==> config.mk <==
export PLATFORM = sky130hd
export DESIGN_NAME = fetch_top
export DESIGN_NICKNAME = d
export VERILOG_FILES = /design/src/fetch_pkg.sv /design/src/fetch_control.sv /design/src/program_counter.sv /design/src/instruction_memory.sv /design/src/fetch_top.sv
export SDC_FILE = /design/constraint.sdc
export NUM_CORES = 2
export LEC_CHECK = 0
export BUFFER_PORTS_ARGS = -buffer_cell sky130_fd_sc_hd__buf_2
export CAP_MARGIN = 5
export CORE_ASPECT_RATIO = 1.1
export CORE_MARGIN = 2
export CORE_UTILIZATION = 45
export DETAILED_ROUTE_END_ITERATION = 6
export GPL_ROUTABILITY_DRIVEN = 0
export PLACE_DENSITY = 0.68
export SETUP_SLACK_MARGIN = 0.1
export SKIP_LAST_GASP = 1
export SLEW_MARGIN = 20
export SYNTH_ARGS = -nofsm -noshare
export SYNTH_HDL_FRONTEND = slang
export SYNTH_SLANG_ARGS = --single-unit
export TNS_END_PERCENT = 30
==> constraint.sdc <==
create_clock -name i_clk -period 8.29 [get_ports i_clk]
set_input_delay 0.4145 -clock i_clk [delete_from_list [all_inputs] [get_ports i_clk]]
set_output_delay 0.4145 -clock i_clk [all_outputs]
set_load 0.1 [all_outputs]
==> src/fetch_pkg.sv <==
`default_nettype none

package fetch_pkg;

    // word and counter width
    localparam int WORD_W = 32;

    // instruction store
    localparam int MEM_DEPTH = 64;                 // number of slots
    localparam int ADDR_W    = $clog2(MEM_DEPTH);  // load and read address width

    // next address at or above this returns the counter to zero,
    // so the last slot is never reached in sequence
    localparam int WRAP_LIMIT = MEM_DEPTH - 1;

    // opcode field sits in the top bits of the word
    localparam int OPC_W = 6;

    localparam logic [OPC_W-1:0] HALT_OPC = '1;    // all ones stops fetching

    typedef enum logic [OPC_W-1:0] {
        OPC_OTHER = 6'h00,                         // any non-halt value
        OPC_HALT  = HALT_OPC
    } opcode_e;

    typedef enum logic [1:0] {
        ST_RUN  = 2'b00,
        ST_LOAD = 2'b01,
        ST_HALT = 2'b10
    } fetch_state_e;

endpackage

`default_nettype wire

==> src/fetch_control.sv <==
`timescale 1ns/1ps
`default_nettype none

module fetch_control import fetch_pkg::*; (
    input  wire logic             i_clk,
    input  wire logic             i_rst,
    input  wire logic             i_load_en,
    input  wire logic             i_stall,
    input  wire logic [OPC_W-1:0] i_opc,      // opcode of current read word
    output logic                  o_pc_clear,
    output logic                  o_pc_hold,
    output logic                  o_blank,
    output logic                  o_loading,
    output logic                  o_halted
);

    fetch_state_e state_q;    // registered state
    fetch_state_e state_d;
    fetch_state_e state;      // effective state this cycle
    opcode_e      opc_dec;
    logic         run_cycle;
    logic         halt_hit;

    // opcode decode
    always_comb begin
        if (i_opc == HALT_OPC) begin
            opc_dec = OPC_HALT;
        end else begin
            opc_dec = OPC_OTHER;
        end
    end

    // load takes over in the same cycle
    always_comb begin
        if (i_rst) begin
            state = ST_RUN;
        end else if (i_load_en) begin
            state = ST_LOAD;
        end else begin
            state = state_q;
        end
    end

    // the cycle right after a load runs normally
    assign run_cycle = !i_load_en && (state_q != ST_HALT);
    assign halt_hit  = run_cycle && !i_stall && (opc_dec == OPC_HALT);

    always_comb begin
        state_d = ST_RUN;
        if (i_load_en) begin
            state_d = ST_LOAD;
        end else if (state_q == ST_HALT) begin
            state_d = ST_HALT;                // only load or reset leave halt
        end else if (halt_hit) begin
            state_d = ST_HALT;
        end
    end

    always_ff @(posedge i_clk) begin
        if (i_rst) begin
            state_q <= ST_RUN;
        end else begin
            state_q <= state_d;
        end
    end

    // clear wins over hold, so they never overlap
    assign o_pc_clear = i_rst || i_load_en;
    assign o_pc_hold  = !o_pc_clear && (i_stall || halt_hit || state == ST_HALT);
    assign o_blank    = i_rst || i_load_en;   // read shows zero while loading

    assign o_loading  = i_load_en;
    assign o_halted   = (state == ST_HALT);

endmodule

`default_nettype wire

==> src/program_counter.sv <==
`timescale 1ns/1ps
`default_nettype none

module program_counter import fetch_pkg::*; (
    input  wire logic              i_clk,
    input  wire logic              i_rst,
    input  wire logic              i_clear,        // zero on next edge
    input  wire logic              i_hold,         // keep current value
    input  wire logic              i_jump,         // take jump target
    input  wire logic [WORD_W-1:0] i_jump_target,
    output logic      [WORD_W-1:0] o_pc,
    output logic      [WORD_W-1:0] o_pc_plus1
);

    localparam logic [WORD_W-1:0] WRAP_AT = WORD_W'(WRAP_LIMIT);

    logic [WORD_W-1:0] pc_q;
    logic [WORD_W-1:0] pc_plus1;
    logic [WORD_W-1:0] pc_cand;
    logic [WORD_W-1:0] pc_next;

    assign pc_plus1 = pc_q + WORD_W'(1);              // next-address adder

    // two-way select between sequential and jump
    always_comb begin
        if (i_jump) begin
            pc_cand = i_jump_target;
        end else begin
            pc_cand = pc_plus1;
        end
    end

    // wrap rule, also catches out-of-range jump targets
    always_comb begin
        if (pc_cand >= WRAP_AT) begin
            pc_next = '0;
        end else begin
            pc_next = pc_cand;
        end
    end

    always_ff @(posedge i_clk) begin
        if (i_rst || i_clear) begin
            pc_q <= '0;
        end else if (!i_hold) begin
            pc_q <= pc_next;
        end
    end

    assign o_pc       = pc_q;
    assign o_pc_plus1 = pc_plus1;

endmodule

`default_nettype wire

==> src/instruction_memory.sv <==
`timescale 1ns/1ps
`default_nettype none

module instruction_memory import fetch_pkg::*; (
    input  wire logic              i_clk,
    input  wire logic              i_rst,
    input  wire logic              i_we,
    input  wire logic [ADDR_W-1:0] i_waddr,
    input  wire logic [WORD_W-1:0] i_wdata,
    input  wire logic [ADDR_W-1:0] i_raddr,   // low bits of pc
    input  wire logic              i_blank,   // force read to zero
    output logic      [WORD_W-1:0] o_rdata,
    output logic      [OPC_W-1:0]  o_opc
);

    logic [WORD_W-1:0] mem [MEM_DEPTH];
    logic [WORD_W-1:0] rd_word;

    // whole store is wiped on reset
    always_ff @(posedge i_clk) begin
        if (i_rst) begin
            for (int i = 0; i < MEM_DEPTH; i++) begin
                mem[i] <= '0;
            end
        end else if (i_we) begin
            mem[i_waddr] <= i_wdata;
        end
    end

    assign rd_word = mem[i_raddr];            // async read

    always_comb begin
        if (i_blank) begin
            o_rdata = '0;
        end else begin
            o_rdata = rd_word;
        end
    end

    // control sees the raw word, even while blanked
    assign o_opc = rd_word[WORD_W-1 -: OPC_W];

endmodule

`default_nettype wire

==> src/fetch_top.sv <==
`timescale 1ns/1ps
`default_nettype none

module fetch_top import fetch_pkg::*; (
    input  wire logic              i_clk,
    input  wire logic              i_rst,
    input  wire logic              i_stall,
    input  wire logic              i_jump,
    input  wire logic [WORD_W-1:0] i_jump_target,
    input  wire logic              i_load_en,
    input  wire logic [ADDR_W-1:0] i_load_addr,
    input  wire logic [WORD_W-1:0] i_load_data,
    output logic      [WORD_W-1:0] o_instruction,
    output logic      [WORD_W-1:0] o_pc,
    output logic      [WORD_W-1:0] o_pc_plus1,
    output logic                   o_loading,
    output logic                   o_halted
);

    logic             pc_clear;
    logic             pc_hold;
    logic             blank;
    logic [OPC_W-1:0] opc;
    logic [WORD_W-1:0] pc;

    fetch_control u_control (
        .i_clk      (i_clk),
        .i_rst      (i_rst),
        .i_load_en  (i_load_en),
        .i_stall    (i_stall),
        .i_opc      (opc),
        .o_pc_clear (pc_clear),
        .o_pc_hold  (pc_hold),
        .o_blank    (blank),
        .o_loading  (o_loading),
        .o_halted   (o_halted)
    );

    program_counter u_pc (
        .i_clk         (i_clk),
        .i_rst         (i_rst),
        .i_clear       (pc_clear),
        .i_hold        (pc_hold),
        .i_jump        (i_jump),
        .i_jump_target (i_jump_target),
        .o_pc          (pc),
        .o_pc_plus1    (o_pc_plus1)
    );

    instruction_memory u_imem (
        .i_clk   (i_clk),
        .i_rst   (i_rst),
        .i_we    (i_load_en),
        .i_waddr (i_load_addr),
        .i_wdata (i_load_data),
        .i_raddr (pc[ADDR_W-1:0]),            // counter stays below depth
        .i_blank (blank),
        .o_rdata (o_instruction),
        .o_opc   (opc)
    );

    assign o_pc = pc;

endmodule

`default_nettype wire

==> results.ini <==
[power_and_ir_drop]
total_power_mw = 22.2
irDropWorstVdd_v = 0.000195
leakage_nw = 35.3
power_density_nw_per_um2 = 211

[global_routing]
grt_max_degree = 148
grt_pass1_vias = 53700
grt.total_usage = 0.264
antenna_found_initial = 51
grt_first_pass_wirelength_microns = 403000
grt.overflow.total = 0

[finish]
nets = 6047
drive_above_1_share = 0.222
layout_common_cells = and2_1 (2,105), edfxtp_1 (2,048), mux4_2 (589), clkbuf_16 (206), buf_2 (169)
nFillCells = 17200
layout_commonest_cell = and2_1
syn2layout_area_growth_pct = 10.3
final_core_utilization = 0.498

[timing]
finClkSkew_ps = 50.9
setup_viol = 0
hold_violations = 0
rsz0062_at_grt = false
worst_pin_slew_ps = 1290
tns_ps = 0
period_share = 0.716
period_minus_slack_ps = 5930
fmax_ghz = 0.169
finalMaxSlewViolations = 0
slew_headroom = 0.137

[clock_tree]
clk_latency_ps = 870
root_buffer = clkbuf_16
cts_max_path_buffers = 3
post-cts-setup-buffers = 0
path_clk_slew_ps = 60
numCtsBuffers = 199
clock-sinks = 2088
cts_tree = yes
post_cts_resized = 0
cts_max_level = 4

[synth]
syn_area_per_cell_sq_um = 15.8
synth_edf_count = 2048
synth_ff_type = edfxtp_1
synth_cells = 6035
synth.distinct_cells = 66
ys_ff_latch = 2088
yosys_warnings = 0
synth_nets = 6111
ys_seq_area_frac = 0.652
synth_async_sr_flop_share = 0
synth_top_area_share = 0.644
ys_top_cells_by_area = edfxtp_1 (64%), mux4_2 (14%), and2_1 (14%)
syn-cell-area_sq_um = 95500
yosysTopAreaCell = edfxtp_1

[critical_path]
worst_path_max_delay_cell = dfxtp_4
path_buf_inv = 3
r2r-end = u_pc.o_pc[24]
crit_path_max_incr_delay_ps = 790
critical_path_class = reg2out
cp_data_arrival_time_ps = 5520
crit_chain = buf_12, buf_4, mux4_2, mux4_2, mux4_2, and2_1, buf_2
cp_common_cell = mux4_2
startpoint_type = flop
rrSetupSlack_ps = 3150
cp_max_fo = 76
path_delay_family = multiplexers
ff2ff_path_depth = 10
worstPathRequired_ps = 7880
cp-end-kind = output port

[die]
io_pins = 173
die_area_sq_um = 216000
die_h_microns = 487
start_util = 0.452
rows = 177
die_width_microns = 443
coreArea_sq_um = 211000

[hold_path]
holdCritPathClass = in2reg
min_from = i_jump_target[1]
hold_path_depth = 4

[detailed_routing]
drtIter0Drc = 7281
avgViaCountPerCell = 6.01
drt-pass1-iter-count = 6
wl_per_cell_microns = 32.0
drcViolationCount = 0
vias = 53800
ant_nets = 0
wl_microns = 287000

[placed_design]
portBuffers = 172
place_hpwl_microns = 163000

[status]
status = finished, final reports clean

[flow_run]
max_cap_viol_count = 0

## per-layer routing
| layer | track usage | vias up | routed length, microns |
|---|---|---|---|
| met2 | 0.437 | 3045 | 141000 |
| met1 | 0.323 | 28000 | 101000 |
| met5 | 0 | - | 207 |
| li1 | - | 22100 | - |
| met4 | 0.157 | 30 | 18500 |
| met3 | 0.0506 | 653 | 26000 |
## tightest hold or removal path, stage by stage
cell,delay [ps]
buf_2,110
mux2i_1,140
or4_1,120
a21oi_1,80
## sequential cells by signal, indices dropped and copies added, names as in the netlist, named ones only
register / flops
u_pc.o_pc: 32
u_control.state_q: 2
u_imem.mem: 2048
## cell usage after synthesis (all sizes together), types with 24 or more instances
master / number
nand3: 31
mux2i: 95
a22oi: 36
clkbuf: 492
or2: 71
nor2: 92
edfxtp: 2048
xnor2: 24
buf: 124
a21oi: 25
nand2: 54
a211oi: 26
and2: 2106
dfxtp: 40
mux4: 589
## power breakdown
part	leakage [nW]	switching, mW	internal (mW)
combinational	12.5	0.819	0.330
clock	3.01	3.96	4.84
sequential	19.8	0.148	12.1
## timing repair
action,4_1_cts,5_1_grt
hold endpoints to repair,11,0
hold buffers,3,0
endpoints found under the setup margin,0,0
## cell type report
cell class	instances	area (sq um)	share of cell area
sequential	2088	62300	0.592
multi-input combinational	3320	30800	0.293
clock buffer	259	5390	0.0512
tap	2774	3470	0.0330
timing repair buffer	351	2370	0.0225
clock inverter	101	747	0.00709
antenna	50	125	0.00119
inverter	11	47.5	0.000452
## through the flow
step | instances | instance area, sq um | worst slack, ps | hold slack (ps)
after floorplan | 6035 | 95500 | 2750 | 502
after global placement | 8537 | 98900 | 3040 | 525
after detailed placement | 8539 | 98900 | 2980 | 526
after CTS | 8902 | 105000 | 2290 | 11.2
after global routing | 8934 | 105000 | 2120 | 67.9
final | 8954 | 105000 | 2360 | 71.2
## logic make-up after synthesis
| family | after synthesis | synth area share |
|---|---|---|
| AOI/OAI and AO/OA | 136 | 0.0102 |
| and+or+nand+nor | 2454 | 0.157 |
| muxes | 693 | 0.150 |
| DFF | 2088 | 0.652 |
| xor gates and xnor gates | 36 | 0.00330 |
| adders and majority gates | 1 | 0.000131 |
| buffers and inverters | 627 | 0.0269 |
## worst max-delay path by stage
stage	startpoint	end	slack, ps	depth (start not counted)
after CTS	flop	o_instruction[24]	2290	7
final	flop	o_instruction[24]	2360	7
after floorplan	flop	o_instruction[13]	2750	12
after detailed placement	flop	u_pc.o_pc[24]	2980	10
after global routing	flop	o_instruction[24]	2120	7
after global placement	flop	flop	3040	10
Power figures use the tool's default switching activity.
